--- src/rtl/core_pkg.sv ---
// mips pipeline core definitions
package core_pkg;

   //////////////////////////////
   // widths and reset values
   //////////////////////////////
   localparam int WORD_W = 32;
   localparam int REG_AW = 5;
   localparam logic [WORD_W-1:0] PC_RESET = '0;

   typedef logic [WORD_W-1:0] word_t;
   typedef logic [REG_AW-1:0] regbits_t;

   //////////////////////////////
   // instruction encodings
   //////////////////////////////
   typedef enum logic [5:0] {
      RTYPE = 6'h00,
      BEQ   = 6'h04,
      ADDIU = 6'h09,
      ORI   = 6'h0d,
      LW    = 6'h23,
      SW    = 6'h2b,
      HALT  = 6'h3f
   } opcode_t;

   typedef enum logic [5:0] {
      ADDU = 6'h21,
      SUBU = 6'h23,
      AND  = 6'h24,
      OR   = 6'h25,
      SLT  = 6'h2a
   } funct_t;

   typedef enum logic [2:0] {
      ALU_ADD,
      ALU_SUB,
      ALU_AND,
      ALU_OR,
      ALU_SLT
   } aluop_t;

   // operand source in execute
   typedef enum logic [1:0] {
      FWD_NONE,
      FWD_MEM,
      FWD_WB
   } fwd_sel_t;

   //////////////////////////////
   // stage payloads
   //////////////////////////////
   typedef struct packed {
      aluop_t aluop;
      logic   alu_src;  // immediate as operand b
      logic   reg_wen;
      logic   mem_ren;
      logic   mem_wen;
      logic   branch;   // beq
      logic   halt;
   } ctrl_t;

   typedef struct packed {
      ctrl_t    ctrl;
      word_t    npc;
      word_t    rdat1;
      word_t    rdat2;
      word_t    imm;
      regbits_t rs;
      regbits_t rt;
      regbits_t dst;
   } idex_t;

   typedef struct packed {
      ctrl_t    ctrl;
      word_t    alu_out;
      word_t    store;
      regbits_t dst;
   } exmem_t;

   typedef struct packed {
      logic     reg_wen;
      logic     mem2reg;
      logic     halt;
      word_t    alu_out;
      word_t    load;
      regbits_t dst;
   } memwb_t;

   //////////////////////////////
   // memory ports
   //////////////////////////////
   typedef struct packed {
      logic  ren;
      word_t addr;
   } imem_req_t;

   typedef struct packed {
      logic  ihit;
      word_t load;
   } imem_rsp_t;

   typedef struct packed {
      logic  ren;
      logic  wen;
      word_t addr;
      word_t store;
   } dmem_req_t;

   typedef struct packed {
      logic  dhit;
      word_t load;
   } dmem_rsp_t;

endpackage

--- src/rtl/reg_file.sv ---
// register file
module reg_file (
   input  logic               CLK,
   input  logic               nRST,
   input  core_pkg::regbits_t rsel1_i,
   input  core_pkg::regbits_t rsel2_i,
   input  core_pkg::regbits_t wsel_i,
   input  logic               wen_i,
   input  core_pkg::word_t    wdat_i,
   output core_pkg::word_t    rdat1_o,
   output core_pkg::word_t    rdat2_o
);
   import core_pkg::*;

   word_t regs [2**REG_AW];
   logic  wr_ok;

   assign wr_ok = wen_i && (wsel_i != '0);  // $zero never written

   always_ff @(posedge CLK or negedge nRST) begin
      if (!nRST) begin
         regs <= '{default: '0};
      end else if (wr_ok) begin
         regs[wsel_i] <= wdat_i;
      end
   end

   // write-through, decode sees the writeback value in the same cycle
   assign rdat1_o = (wr_ok && wsel_i == rsel1_i) ? wdat_i : regs[rsel1_i];
   assign rdat2_o = (wr_ok && wsel_i == rsel2_i) ? wdat_i : regs[rsel2_i];

   // bypass must not leak a write aimed at $zero
   assert property (@(posedge CLK) disable iff (!nRST)
      (rsel1_i == '0) |-> (rdat1_o == '0))
      else $error("register zero read as %h", rdat1_o);

endmodule

--- src/rtl/fetch_stage.sv ---
// instruction fetch stage
module fetch_stage (
   input  logic                CLK,
   input  logic                nRST,
   input  logic                advance_i,
   input  logic                stall_i,
   input  logic                flush_i,
   input  logic                branch_taken_i,
   input  core_pkg::word_t     branch_target_i,
   input  logic                halt_i,
   input  core_pkg::imem_rsp_t imem_rsp_i,
   output core_pkg::imem_req_t imem_req_o,
   output core_pkg::word_t     ifid_instr_o,
   output core_pkg::word_t     ifid_npc_o
);
   import core_pkg::*;

   word_t pc, npc, pc_next;

   assign npc     = pc + 32'd4;
   assign pc_next = branch_taken_i ? branch_target_i : npc; // redirect from execute

   assign imem_req_o.ren  = !halt_i;  // no more fetches once halted
   assign imem_req_o.addr = pc;

   always_ff @(posedge CLK or negedge nRST) begin
      if (!nRST) begin
         pc <= PC_RESET;
      end else if (advance_i && !stall_i) begin
         pc <= pc_next;
      end
   end

   // if/id register
   always_ff @(posedge CLK or negedge nRST) begin
      if (!nRST) begin
         ifid_instr_o <= '0;
         ifid_npc_o   <= '0;
      end else if (advance_i) begin
         if (flush_i) begin
            ifid_instr_o <= '0;   // all zero decodes as a nop
            ifid_npc_o   <= '0;
         end else if (!stall_i) begin
            ifid_instr_o <= imem_rsp_i.load;
            ifid_npc_o   <= npc;
         end
      end
   end

   // branch targets from execute must keep the pc word aligned
   assert property (@(posedge CLK) disable iff (!nRST) pc[1:0] == 2'b00)
      else $error("pc not word aligned: %h", pc);

endmodule

--- src/rtl/decode_stage.sv ---
// instruction decode stage
module decode_stage (
   input  logic               CLK,
   input  logic               nRST,
   input  logic               advance_i,
   input  logic               flush_i,
   input  core_pkg::word_t    ifid_instr_i,
   input  core_pkg::word_t    ifid_npc_i,
   input  logic               wb_wen_i,
   input  core_pkg::regbits_t wb_wsel_i,
   input  core_pkg::word_t    wb_wdat_i,
   output core_pkg::regbits_t rs_o,
   output core_pkg::regbits_t rt_o,
   output core_pkg::idex_t    idex_o
);
   import core_pkg::*;

   opcode_t  op;
   funct_t   fn;
   regbits_t rd;
   ctrl_t    ctrl;
   word_t    rdat1, rdat2, imm_ext;
   idex_t    idex_d;

   //////////////////////////////
   // field split
   //////////////////////////////
   assign op   = opcode_t'(ifid_instr_i[31:26]);
   assign fn   = funct_t'(ifid_instr_i[5:0]);
   assign rs_o = ifid_instr_i[25:21];
   assign rt_o = ifid_instr_i[20:16];
   assign rd   = ifid_instr_i[15:11];

   // ori zero-extends, everything else sign-extends
   assign imm_ext = (op == ORI) ? {16'h0, ifid_instr_i[15:0]}
                                : {{16{ifid_instr_i[15]}}, ifid_instr_i[15:0]};

   reg_file rf_i (
      .CLK     (CLK),
      .nRST    (nRST),
      .rsel1_i (rs_o),
      .rsel2_i (rt_o),
      .wsel_i  (wb_wsel_i),
      .wen_i   (wb_wen_i),
      .wdat_i  (wb_wdat_i),
      .rdat1_o (rdat1),
      .rdat2_o (rdat2)
   );

   //////////////////////////////
   // control decode
   //////////////////////////////
   always_comb begin
      ctrl = '0;  // unknown ops become bubbles
      case (op)
         RTYPE: begin
            ctrl.reg_wen = 1'b1;
            case (fn)
               ADDU:    ctrl.aluop = ALU_ADD;
               SUBU:    ctrl.aluop = ALU_SUB;
               AND:     ctrl.aluop = ALU_AND;
               OR:      ctrl.aluop = ALU_OR;
               SLT:     ctrl.aluop = ALU_SLT;
               default: ctrl.reg_wen = 1'b0;  // sll 0 nop and dropped functs
            endcase
         end
         ADDIU: begin
            ctrl.alu_src = 1'b1;
            ctrl.reg_wen = 1'b1;
         end
         ORI: begin
            ctrl.aluop   = ALU_OR;
            ctrl.alu_src = 1'b1;
            ctrl.reg_wen = 1'b1;
         end
         LW: begin
            ctrl.alu_src = 1'b1;   // base + offset
            ctrl.reg_wen = 1'b1;
            ctrl.mem_ren = 1'b1;
         end
         SW: begin
            ctrl.alu_src = 1'b1;
            ctrl.mem_wen = 1'b1;
         end
         BEQ: begin
            ctrl.aluop  = ALU_SUB;
            ctrl.branch = 1'b1;
         end
         HALT:    ctrl.halt = 1'b1;
         default: ;
      endcase
   end

   always_comb begin
      idex_d.ctrl  = ctrl;
      idex_d.npc   = ifid_npc_i;
      idex_d.rdat1 = rdat1;
      idex_d.rdat2 = rdat2;
      idex_d.imm   = imm_ext;
      idex_d.rs    = rs_o;
      idex_d.rt    = rt_o;
      idex_d.dst   = (op == RTYPE) ? rd : rt_o;  // i-type writes rt
   end

   // id/ex register, flush also covers the load-use bubble
   always_ff @(posedge CLK or negedge nRST) begin
      if (!nRST) begin
         idex_o <= '0;
      end else if (advance_i) begin
         idex_o <= flush_i ? '0 : idex_d;
      end
   end

endmodule

--- src/rtl/execute_stage.sv ---
// execute stage
module execute_stage (
   input  logic               CLK,
   input  logic               nRST,
   input  logic               advance_i,
   input  core_pkg::idex_t    idex_i,
   input  core_pkg::fwd_sel_t fwd_a_i,
   input  core_pkg::fwd_sel_t fwd_b_i,
   input  core_pkg::word_t    mem_fwd_i,
   input  core_pkg::word_t    wb_fwd_i,
   output logic               branch_taken_o,
   output core_pkg::word_t    branch_target_o,
   output core_pkg::exmem_t   exmem_o
);
   import core_pkg::*;

   word_t  op_a, rt_val, op_b, alu_out;
   exmem_t exmem_d;

   //////////////////////////////
   // forwarding muxes
   //////////////////////////////
   always_comb begin
      case (fwd_a_i)
         FWD_MEM: op_a = mem_fwd_i;
         FWD_WB:  op_a = wb_fwd_i;
         default: op_a = idex_i.rdat1;
      endcase
      case (fwd_b_i)
         FWD_MEM: rt_val = mem_fwd_i;
         FWD_WB:  rt_val = wb_fwd_i;
         default: rt_val = idex_i.rdat2;
      endcase
   end

   assign op_b = idex_i.ctrl.alu_src ? idex_i.imm : rt_val;

   // alu
   always_comb begin
      case (idex_i.ctrl.aluop)
         ALU_SUB: alu_out = op_a - op_b;
         ALU_AND: alu_out = op_a & op_b;
         ALU_OR:  alu_out = op_a | op_b;
         ALU_SLT: alu_out = {31'b0, $signed(op_a) < $signed(op_b)};
         default: alu_out = op_a + op_b;
      endcase
   end

   // beq resolves here; halt also squashes the younger pair and refetches npc
   assign branch_taken_o  = (idex_i.ctrl.branch && (op_a == rt_val)) || idex_i.ctrl.halt;
   assign branch_target_o = idex_i.ctrl.halt ? idex_i.npc
                                             : idex_i.npc + {idex_i.imm[29:0], 2'b00};

   always_comb begin
      exmem_d.ctrl    = idex_i.ctrl;
      exmem_d.alu_out = alu_out;
      exmem_d.store   = rt_val;   // forwarded rt for sw
      exmem_d.dst     = idex_i.dst;
   end

   // ex/mem register
   always_ff @(posedge CLK or negedge nRST) begin
      if (!nRST) begin
         exmem_o <= '0;
      end else if (advance_i) begin
         exmem_o <= exmem_d;
      end
   end

endmodule

--- src/rtl/memory_stage.sv ---
// memory access and writeback select
module memory_stage (
   input  logic                CLK,
   input  logic                nRST,
   input  logic                advance_i,
   input  core_pkg::exmem_t    exmem_i,
   input  core_pkg::dmem_rsp_t dmem_rsp_i,
   output core_pkg::dmem_req_t dmem_req_o,
   output logic                dwait_o,
   output core_pkg::memwb_t    memwb_o,
   output logic                wb_wen_o,
   output core_pkg::regbits_t  wb_wsel_o,
   output core_pkg::word_t     wb_wdat_o
);
   import core_pkg::*;

   logic   access, ddone;
   word_t  dload_q, load_val;
   memwb_t memwb_d;

   assign access = exmem_i.ctrl.mem_ren || exmem_i.ctrl.mem_wen;

   // request drops once the hit came, so a store lands only once
   assign dmem_req_o.ren   = exmem_i.ctrl.mem_ren && !ddone;
   assign dmem_req_o.wen   = exmem_i.ctrl.mem_wen && !ddone;
   assign dmem_req_o.addr  = exmem_i.alu_out;
   assign dmem_req_o.store = exmem_i.store;

   assign dwait_o = access && !ddone && !dmem_rsp_i.dhit;

   // hit seen while fetch still waits on ihit
   always_ff @(posedge CLK or negedge nRST) begin
      if (!nRST) begin
         ddone <= 1'b0;
      end else if (advance_i) begin
         ddone <= 1'b0;
      end else if (access && dmem_rsp_i.dhit) begin
         ddone <= 1'b1;
      end
   end

   always_ff @(posedge CLK) begin
      if (dmem_rsp_i.dhit && !ddone) begin
         dload_q <= dmem_rsp_i.load;
      end
   end

   assign load_val = ddone ? dload_q : dmem_rsp_i.load;

   always_comb begin
      memwb_d.reg_wen = exmem_i.ctrl.reg_wen;
      memwb_d.mem2reg = exmem_i.ctrl.mem_ren;
      memwb_d.halt    = exmem_i.ctrl.halt;
      memwb_d.alu_out = exmem_i.alu_out;
      memwb_d.load    = load_val;
      memwb_d.dst     = exmem_i.dst;
   end

   // mem/wb register
   always_ff @(posedge CLK or negedge nRST) begin
      if (!nRST) begin
         memwb_o <= '0;
      end else if (advance_i) begin
         memwb_o <= memwb_d;
      end
   end

   // writeback
   assign wb_wen_o  = memwb_o.reg_wen;
   assign wb_wsel_o = memwb_o.dst;
   assign wb_wdat_o = memwb_o.mem2reg ? memwb_o.load : memwb_o.alu_out;

   // decode never sets both, lw and sw are exclusive ops
   assert property (@(posedge CLK) disable iff (!nRST) !(dmem_req_o.ren && dmem_req_o.wen))
      else $error("dmem read and write in the same cycle");

endmodule

--- src/rtl/hazard_control.sv ---
// hazard, forwarding and halt control
module hazard_control (
   input  logic                CLK,
   input  logic                nRST,
   input  logic                ihit_i,
   input  logic                dwait_i,
   input  core_pkg::regbits_t  id_rs_i,
   input  core_pkg::regbits_t  id_rt_i,
   input  core_pkg::regbits_t  ex_rs_i,
   input  core_pkg::regbits_t  ex_rt_i,
   input  logic                ex_memread_i,
   input  logic                branch_taken_i,
   input  core_pkg::regbits_t  mem_dst_i,
   input  core_pkg::regbits_t  wb_dst_i,
   input  logic                mem_wen_i,
   input  logic                wb_wen_i,
   input  logic                wb_halt_i,
   output logic                advance_o,
   output logic                stall_o,
   output logic                flush_id_o,
   output logic                flush_ex_o,
   output core_pkg::fwd_sel_t  fwd_a_o,
   output core_pkg::fwd_sel_t  fwd_b_o,
   output logic                halt_o
);
   import core_pkg::*;

   logic halt_q;

   //////////////////////////////
   // pipeline step
   //////////////////////////////
   // freeze from the moment halt reaches writeback
   assign advance_o = ihit_i && !dwait_i && !wb_halt_i;

   // load-use when decode reads what the load in execute has not fetched yet
   assign stall_o = ex_memread_i && (ex_rt_i != '0)
                    && (ex_rt_i == id_rs_i || ex_rt_i == id_rt_i);

   assign flush_id_o = branch_taken_i;
   assign flush_ex_o = branch_taken_i || stall_o;  // bubble into id/ex

   //////////////////////////////
   // forwarding
   //////////////////////////////
   function automatic fwd_sel_t fwd_pick(input regbits_t src);
      fwd_sel_t sel;
      sel = FWD_NONE;
      if (mem_wen_i && mem_dst_i != '0 && mem_dst_i == src) begin
         sel = FWD_MEM;   // youngest result wins
      end else if (wb_wen_i && wb_dst_i != '0 && wb_dst_i == src) begin
         sel = FWD_WB;
      end
      return sel;
   endfunction

   always_comb begin
      fwd_a_o = fwd_pick(ex_rs_i);
      fwd_b_o = fwd_pick(ex_rt_i);
   end

   // halt latch stays set until reset
   always_ff @(posedge CLK or negedge nRST) begin
      if (!nRST) begin
         halt_q <= 1'b0;
      end else if (wb_halt_i) begin
         halt_q <= 1'b1;
      end
   end

   assign halt_o = halt_q;

   // once halted the core stays halted and frozen
   assert property (@(posedge CLK) disable iff (!nRST) halt_o |=> halt_o && !advance_o)
      else $error("pipeline moved after halt");

endmodule

--- src/rtl/mips_pipe_top.sv ---
// pipelined mips core top
module mips_pipe_top (
   input  logic                CLK,
   input  logic                nRST,
   input  core_pkg::imem_rsp_t imem_rsp_i,
   input  core_pkg::dmem_rsp_t dmem_rsp_i,
   output core_pkg::imem_req_t imem_req_o,
   output core_pkg::dmem_req_t dmem_req_o,
   output logic                halt_o
);
   import core_pkg::*;

   logic     advance, stall, flush_id, flush_ex, branch_taken, dwait, wb_wen;
   fwd_sel_t fwd_a, fwd_b;
   word_t    ifid_instr, ifid_npc, branch_target, wb_wdat;
   regbits_t id_rs, id_rt, wb_wsel;
   idex_t    idex;
   exmem_t   exmem;
   memwb_t   memwb;

   fetch_stage fetch_i (
      .CLK             (CLK),
      .nRST            (nRST),
      .advance_i       (advance),
      .stall_i         (stall),
      .flush_i         (flush_id),
      .branch_taken_i  (branch_taken),
      .branch_target_i (branch_target),
      .halt_i          (halt_o),
      .imem_rsp_i      (imem_rsp_i),
      .imem_req_o      (imem_req_o),
      .ifid_instr_o    (ifid_instr),
      .ifid_npc_o      (ifid_npc)
   );

   decode_stage decode_i (
      .CLK          (CLK),
      .nRST         (nRST),
      .advance_i    (advance),
      .flush_i      (flush_ex),
      .ifid_instr_i (ifid_instr),
      .ifid_npc_i   (ifid_npc),
      .wb_wen_i     (wb_wen),
      .wb_wsel_i    (wb_wsel),
      .wb_wdat_i    (wb_wdat),
      .rs_o         (id_rs),
      .rt_o         (id_rt),
      .idex_o       (idex)
   );

   execute_stage execute_i (
      .CLK             (CLK),
      .nRST            (nRST),
      .advance_i       (advance),
      .idex_i          (idex),
      .fwd_a_i         (fwd_a),
      .fwd_b_i         (fwd_b),
      .mem_fwd_i       (exmem.alu_out),
      .wb_fwd_i        (wb_wdat),
      .branch_taken_o  (branch_taken),
      .branch_target_o (branch_target),
      .exmem_o         (exmem)
   );

   memory_stage memory_i (
      .CLK        (CLK),
      .nRST       (nRST),
      .advance_i  (advance),
      .exmem_i    (exmem),
      .dmem_rsp_i (dmem_rsp_i),
      .dmem_req_o (dmem_req_o),
      .dwait_o    (dwait),
      .memwb_o    (memwb),
      .wb_wen_o   (wb_wen),
      .wb_wsel_o  (wb_wsel),
      .wb_wdat_o  (wb_wdat)
   );

   hazard_control hazard_i (
      .CLK            (CLK),
      .nRST           (nRST),
      .ihit_i         (imem_rsp_i.ihit),
      .dwait_i        (dwait),
      .id_rs_i        (id_rs),
      .id_rt_i        (id_rt),
      .ex_rs_i        (idex.rs),
      .ex_rt_i        (idex.rt),
      .ex_memread_i   (idex.ctrl.mem_ren),
      .branch_taken_i (branch_taken),
      .mem_dst_i      (exmem.dst),
      .wb_dst_i       (memwb.dst),
      .mem_wen_i      (exmem.ctrl.reg_wen),
      .wb_wen_i       (wb_wen),
      .wb_halt_i      (memwb.halt),
      .advance_o      (advance),
      .stall_o        (stall),
      .flush_id_o     (flush_id),
      .flush_ex_o     (flush_ex),
      .fwd_a_o        (fwd_a),
      .fwd_b_o        (fwd_b),
      .halt_o         (halt_o)
   );

endmodule

--- config.mk ---
export PLATFORM = sky130hd
export DESIGN_NAME = mips_pipe_top
export DESIGN_NICKNAME = d
export VERILOG_FILES = /design/src/rtl/core_pkg.sv /design/src/rtl/reg_file.sv /design/src/rtl/fetch_stage.sv /design/src/rtl/decode_stage.sv /design/src/rtl/execute_stage.sv /design/src/rtl/memory_stage.sv /design/src/rtl/hazard_control.sv /design/src/rtl/mips_pipe_top.sv
export SDC_FILE = /design/constraint.sdc
export NUM_CORES = 2
export LEC_CHECK = 0
export BUFFER_PORTS_ARGS = -buffer_cell sky130_fd_sc_hd__buf_2
export CORE_MARGIN = 2
export CORE_UTILIZATION = 50
export DETAILED_ROUTE_END_ITERATION = 7
export PLACE_DENSITY = 0.78
export SETUP_SLACK_MARGIN = 0.05
export SKIP_CTS_REPAIR_TIMING = 1
export SYNTH_ARGS = -nofsm -noshare
export SYNTH_HDL_FRONTEND = slang
export SYNTH_SLANG_ARGS = --single-unit
--- constraint.sdc ---
create_clock -name CLK -period 5.4 [get_ports CLK]
set_input_delay 0.54 -clock CLK [delete_from_list [all_inputs] [get_ports CLK]]
set_output_delay 0.54 -clock CLK [all_outputs]
set_load 0.01 [all_outputs]
# == Word-level counts from Yosys, hierarchy flattened ==
# Cells that the tools add are included.
# totals
ff_bits,1451
in_bits,68
out_inout_bits,100
word_cells,189
# classes
addsub,4
magnitude_cmp,5
eq_ne,29
mux,41
n_bitwise,5
reduce_logical,40
# op_table
operator,count
$bwmux W1024,1
$mux W32,17
$bmux W32 S5,2
$demux W32 S5,1
$mux W152,1
$pmux W32 S2,2
$pmux W32 S4,1
$add A32 B32 Y32,2
$eq A6 B6 Y1 const B,8
$eq A5 B5 Y1,8
$add A32 B3 Y32 const B,1
$and A32 B32 Y32,1
$eq A32 B32 Y1,1
$lt A32 B32 Y1,1
$or A32 B32 Y32,1
$sub A32 B32 Y32,1
$logic_and A1 B1 Y1,21
$ge A6 B6 Y1 const B,3
$not A5 Y6,3
$reduce_bool A5 Y1,3
$eq A6 B4 Y1 const B,2
$pmux W3 S4,1
$pmux W3 S3,1
$mux W1,8
other kinds (19),33

# == Depth between registers and ports, before layout ==
# logic_depth
depth_word,12
ltp_mapped,25
mapped_depth_nobuf,20

# == Hierarchy ==
# Synthesis repeated with hierarchy kept, for this count alone.
# unflattened
hier_cells,6454
area_unflattened_um2,81480.6
# by_module_without_submodules
mod,instances,cells_each,area_per_inst_um2,seq_area_each_um2
reg_file,1,3433,53681.5,25624.6
execute_stage,1,1564,11332.1,1951.9
decode_stage,1,512,5973.2,3428.3
fetch_stage,1,514,5043.6,2402.3
memory_stage,1,371,4969.8,2787.7
hazard_control,1,60,480.5,25.0

# == Worst setup path before layout ==
# Ideal clock, no wire load.
# synth_timing
kind,reg2reg
start,register execute_i.exmem_o[0] in the netlist's numbering
end,register execute_i.exmem_o[64] in the netlist's numbering
setup_time_ps,116
arrival_ps,5571
required_ps,5284
path_slack_ps,-286
path_stages_with_launch,25
n_path_buf,6
cell_sequence,dfrtp_1 -> or4_1 -> o21a_1 -> buf_6 -> and3_1 -> buf_2 -> buf_6 -> clkbuf_1 -> clkbuf_1 -> nand2_1 -> o21ai_0 -> mux2_2 -> ha_1 -> clkbuf_1 -> nor2b_1 -> o21bai_1 -> and2_1 -> a21boi_0 -> o22ai_1 -> a2111oi_0 -> o21bai_1 -> a22o_1 -> o31a_1 -> a311o_1 -> o311ai_0
# synth_between
elab_chain_len,9
word_cells_on_any_way,20
cone_classes,add/sub (2); eq/ne (6); mux (6); bitwise (2); reduce/logical (4)
# synth_lines
element,line,source
start: declaration,execute_stage.sv:13,output core_pkg::exmem_t exmem_o
start signal: assignment,execute_stage.sv:66,exmem_o <= exmem_d;
$reduce_bool A5 Y1,hazard_control.sv:49,if (mem_wen_i && mem_dst_i != '0 && mem_dst_i == src) begin
$logic_and A1 B1 Y1 (2 in a row),hazard_control.sv:49,
$mux W2,hazard_control.sv:49,
$eq A2 B2 Y1 or $eq A2 B1 Y1 (tied branches),execute_stage.sv:29,case (fwd_b_i)
$pmux W32 S2,execute_stage.sv:29,
$mux W32,execute_stage.sv:36,assign op_b = idex_i.ctrl.alu_src ? idex_i.imm : rt_val;
$add A32 B32 Y32 (tied with other cells),execute_stage.sv:45,default: alu_out = op_a + op_b;
$pmux W32 S4 (*),execute_stage.sv:40,case (idex_i.ctrl.aluop)
# Mark *: on every way between the ends. The rest lies on a longest branch, timed or not.
# A chain may end at the register's enable or synchronous reset.

# == Final worst setup path ==
# layout_timing
start,register memory_i.memwb_o (netlist bit memory_i.wb_wsel_o[1])
end,register execute_i.exmem_o[64] in the netlist's numbering
# layout_between
elab_chain_len,10
word_cells_on_any_way,22
cone_classes,add/sub (2); eq/ne (6); mux (8); bitwise (2); reduce/logical (4)
# layout_lines
element,line,source
start: declaration,memory_stage.sv:10,"output core_pkg::memwb_t memwb_o,"
start signal: assignment,memory_stage.sv:64,memwb_o <= memwb_d;
$reduce_bool A5 Y1,hazard_control.sv:51,end else if (wb_wen_i && wb_dst_i != '0 && wb_dst_i == src) begin
$logic_and A1 B1 Y1 (2 in a row),hazard_control.sv:51,
$mux W2,hazard_control.sv:51,
$mux W2,hazard_control.sv:49,
$eq A2 B2 Y1 or $eq A2 B1 Y1 (tied branches),execute_stage.sv:29,
$pmux W32 S2,execute_stage.sv:29,
$mux W32,execute_stage.sv:36,
$add A32 B32 Y32 (tied with other cells),execute_stage.sv:45,
$pmux W32 S4 (*),execute_stage.sv:40,
# Marks and branches as above.

==> run metrics <==
outcome=finished clean; dpl hpwl=~170000 µm; Hold WC Path Type=input port to flop; # fillers=~12000; H-tree depth=4; multiplexer area fraction after synthesis=0.196; Final setup viols=0; CORE AREA=about 160000 µm²; main flop type after synthesis=dfrtp_1; port bufs=approximately 170; met3 Track Usage GR=0.0818; crit path kind=flop to flop; share of flip-flops with an asynchronous set or reset=0.978; DR WL/cell=around 27 µm; GRT Total Usage=0.320; Placer Congestion=0.977; Data required, critical path=about 6.1 ns; Rows=around 150; CTS Buffer Depth=3; Synth Area in Compound Gates=0.155; RSZ-0062 raised after global routing=true; area of the multi-input gates=slightly below 40000 µm²; synthesis-stage register bit count=about 1400; Synth Area in Adders=0.0211; clk sinks=between 1000 and 1500; sequential share of the synthesized area=0.457; Slew @ Worst Pin=between 1 and 1.5 ns; fraction of layout cells with a size suffix above 1=0.210; DR pass1 iterations=5; Final nets=between 7000 and 8000; DRC viols=0; critical path arrival=approximately 5.8 ns; CP startpoint kind=flop; Worst Skew=approximately 0.028 ns; hold_ws=0.0712 ns; Hold Vio Cnt, Final=0; largest area contributor in the netlist=dfrtp_1; via/cell ratio=between 6 and 7; grt met1 use=0.416; Routed WL=roughly 260000 µm; starting density of the core=0.504; Die H=401 µm; worst-path maximum fanout=23; Iter 0 DRT Violations=about 7700; post-synth top area share=0.445; PwrDens=~550 nW/µm²; Layout area overhead=11.9%; synth warn=0; FF/Latch Area=approximately 36000 µm²; Worst Setup End Kind=flop; die area=~160000 µm²; leakage=0.0380 µW; syn nets=approximately 7600; worst relative slew slack=0.104; CTS Buf Count=approximately 150; Worst-Skew Late Latency=0.81 ns; vias in the first global route=about 62000; Post-synth EDFFs=32; Fmax achieved=0.194 GHz; Syn Area/Cell=between 10 and 15 µm²; first-pass GRT wire length=392000 µm; busiest grt layer=met2; Max Cap Violations=0; fin crit share=0.953; largest net degree at the start of global routing=roughly 180; Final Max Slew Viols=0; main area contributors after synthesis=dfrtp_1 45%, mux4_2 18%, a21oi_1 4.4%; Yosys cell types=between 80 and 90; Peak VDD IR=between 0.5 and 0.6 mV; gr ovfl total=0; met2 Use GR=0.493; area share of xor/xnor cells in the synthesized design=0.0158; ANT nets after route=0; Synth Area in Simple Gates=0.106; largest family of logic cells by synthesized area=multiplexers; antenna violations before repair=4; post-route minimum period=5.14 ns; Setup TNS=0 ns; Reg clk slew, reported paths=0.06 ns; Die W=~400 µm; via count=approximately 63000; Post-Syn Area=78900 µm²; clock tree root buffer cell=clkbuf_16; I/O pin cnt=between 150 and 200; CTS tree=yes; synthesized instance count=7368
## final timing paths
kind                       slack [ns]                                   end                                 start  cells past startpoint
max                              0.26     execute_i.exmem_o[64]$_DFFE_PN0P_     memory_i.wb_wsel_o[1]$_DFFE_PN0P_                     23
min                              0.07            memory_i.ddone$_DFFE_PN0P_                        dmem_rsp_i[32]                      3
max reg2reg                      0.26     execute_i.exmem_o[64]$_DFFE_PN0P_     memory_i.wb_wsel_o[1]$_DFFE_PN0P_                     23
min reg2reg                      0.39  decode_i.rf_i.regs[1008]$_DFFE_PN0P_  decode_i.rf_i.regs[1008]$_DFFE_PN0P_                      0
max in group asynchronous        3.54   decode_i.rf_i.regs[314]$_DFFE_PN0P_                                  nRST                      3
min in group asynchronous        0.33      memory_i.memwb_o[22]$_DFFE_PN0P_                                  nRST                      2
## Yosys cell counts, types with 16 or more instances
cell and number:
a221oi_1 36, buf_2 30, ha_1 126, mux2i_1 84
mux2_2 19, nor4_1 17, a221o_1 16, a31oi_1 21
nor2_1 672, buf_4 69, nor3_1 54, o21a_1 28
buf_6 20, nand3_1 94, o21ai_1 32, xnor2_1 80
buf_1 68, clkbuf_1 583, a21oi_1 700, a22o_1 191
o31ai_1 33, dfrtp_1 1404, o221ai_1 40, nand4_1 22
o21ai_0 685, nor2b_1 88, xor2_1 62, nand2_1 920
edfxtp_1 32, mux4_2 640, a211oi_1 79, o221a_2 17
a21o_1 30, and3_1 37, nand2b_1 19, inv_1 122
## power breakdown
| part | total (µW) | switching (µW) | internal (µW) |
|---|---|---|---|
| sequential | 15400 | 2700 | 12700 |
| clock | 10700 | 4550 | 6170 |
| combinational | 22700 | 13200 | 9550 |
| total | 48800 | 20400 | 28400 |
## registers in the layout (all words and copies together) (netlist names), 5 cells and up
name / count
fetch_i.ifid_instr_o: 32
execute_i.exmem_o: 73
fetch_i.pc: 32
fetch_i.ifid_npc_o: 32
memory_i.memwb_o: 66
decode_i.idex_o: 137
decode_i.rf_i.regs: 1024
memory_i.dload_q: 32
memory_i.wb_wsel_o: 5
## per-layer routing
metal | wire length (µm) | up-vias | part of all wire
li1 | - | 26700 | -
met1 | 95400 | 31300 | 0.37
met2 | 118000 | 3881 | 0.46
met3 | 29000 | 894 | 0.11
met4 | 16300 | 6 | 0.063
met5 | 232 | - | 0.00090
## area by class of cell
| cell class | instances | share of cell area |
|---|---|---|
| Timing Repair Buffer | 557 | 0.0495 |
| Inverter | 123 | 0.00523 |
| Tap cell | 2058 | 0.0292 |
| Clock buffer | 220 | 0.0507 |
| Sequential cell | 1436 | 0.409 |
| Antenna cell | 1 | 0.0000283 |
| Clock inverter | 50 | 0.00673 |
| Multi-Input combinational cell | 5039 | 0.449 |
## cell families (layout without fill, tap and decap cells)
| kind of cell | after synthesis | in the layout |
|---|---|---|
| other | 0 | 1 |
| XOR/XNOR | 142 | 142 |
| AND/OR/NAND/NOR | 1994 | 1994 |
| AO/OA/AOI/OAI | 2026 | 2026 |
| adder cells (fa/ha/maj) | 132 | 132 |
| multiplexers | 745 | 745 |
| flip-flops | 1436 | 1436 |
| buffers and inverters | 893 | 950 |
## critical path, cell delays in order, from the launching register on
cell and delay (ns):
dfrtp_1 0.40, buf_4 0.18, xor2_1 0.19, a211oi_4 0.19
buf_4 0.15, buf_4 0.25, nand3_1 0.10, o21ai_1 0.23
o21ai_0 0.21, buf_4 0.20, ha_1 0.29, o21bai_1 0.07
a21oi_1 0.24, o21ai_0 0.14, buf_4 0.16, a21boi_1 0.24
o22ai_1 0.22, a2111oi_4 0.32, buf_4 0.20, o21bai_1 0.08
a22o_1 0.24, o31a_1 0.29, a311o_1 0.32, o311ai_0 0.09
## layout by cell type, fill, tap and decap left out, types with 65 or more instances in the layout
cell / netlist / routed
buf_2: 30 / 166
a21oi_1: 700 / 698
xnor2_1: 80 / 80
buf_4: 69 / 288
a211oi_1: 79 / 76
dfrtp_1: 1404 / 1387
o21ai_0: 685 / 664
inv_1: 122 / 122
clkbuf_16: 0 / 153
mux4_2: 640 / 640
nor2_1: 672 / 652
dlygate4sd3_1: 0 / 65
nor2b_1: 88 / 87
nand3_1: 94 / 94
ha_1: 126 / 124
a22o_1: 191 / 191
nand2_1: 920 / 905
## stage by stage
step                setup slack [ns]  area [µm²]  power [µW]  instances  utilization
detailed placement            -0.236       82400       37300       9142        0.527
global placement              -0.326       82400       37000       9142        0.527
CTS                           -0.309       87400       48100       9412        0.559
global route                  0.0477       88300       50900       9483        0.565
floorplan                     0.0964       78900       29000       7368            -
finish                         0.255       88300       48800       9484        0.565
Note: power is estimated with default switching activity, not from simulation.
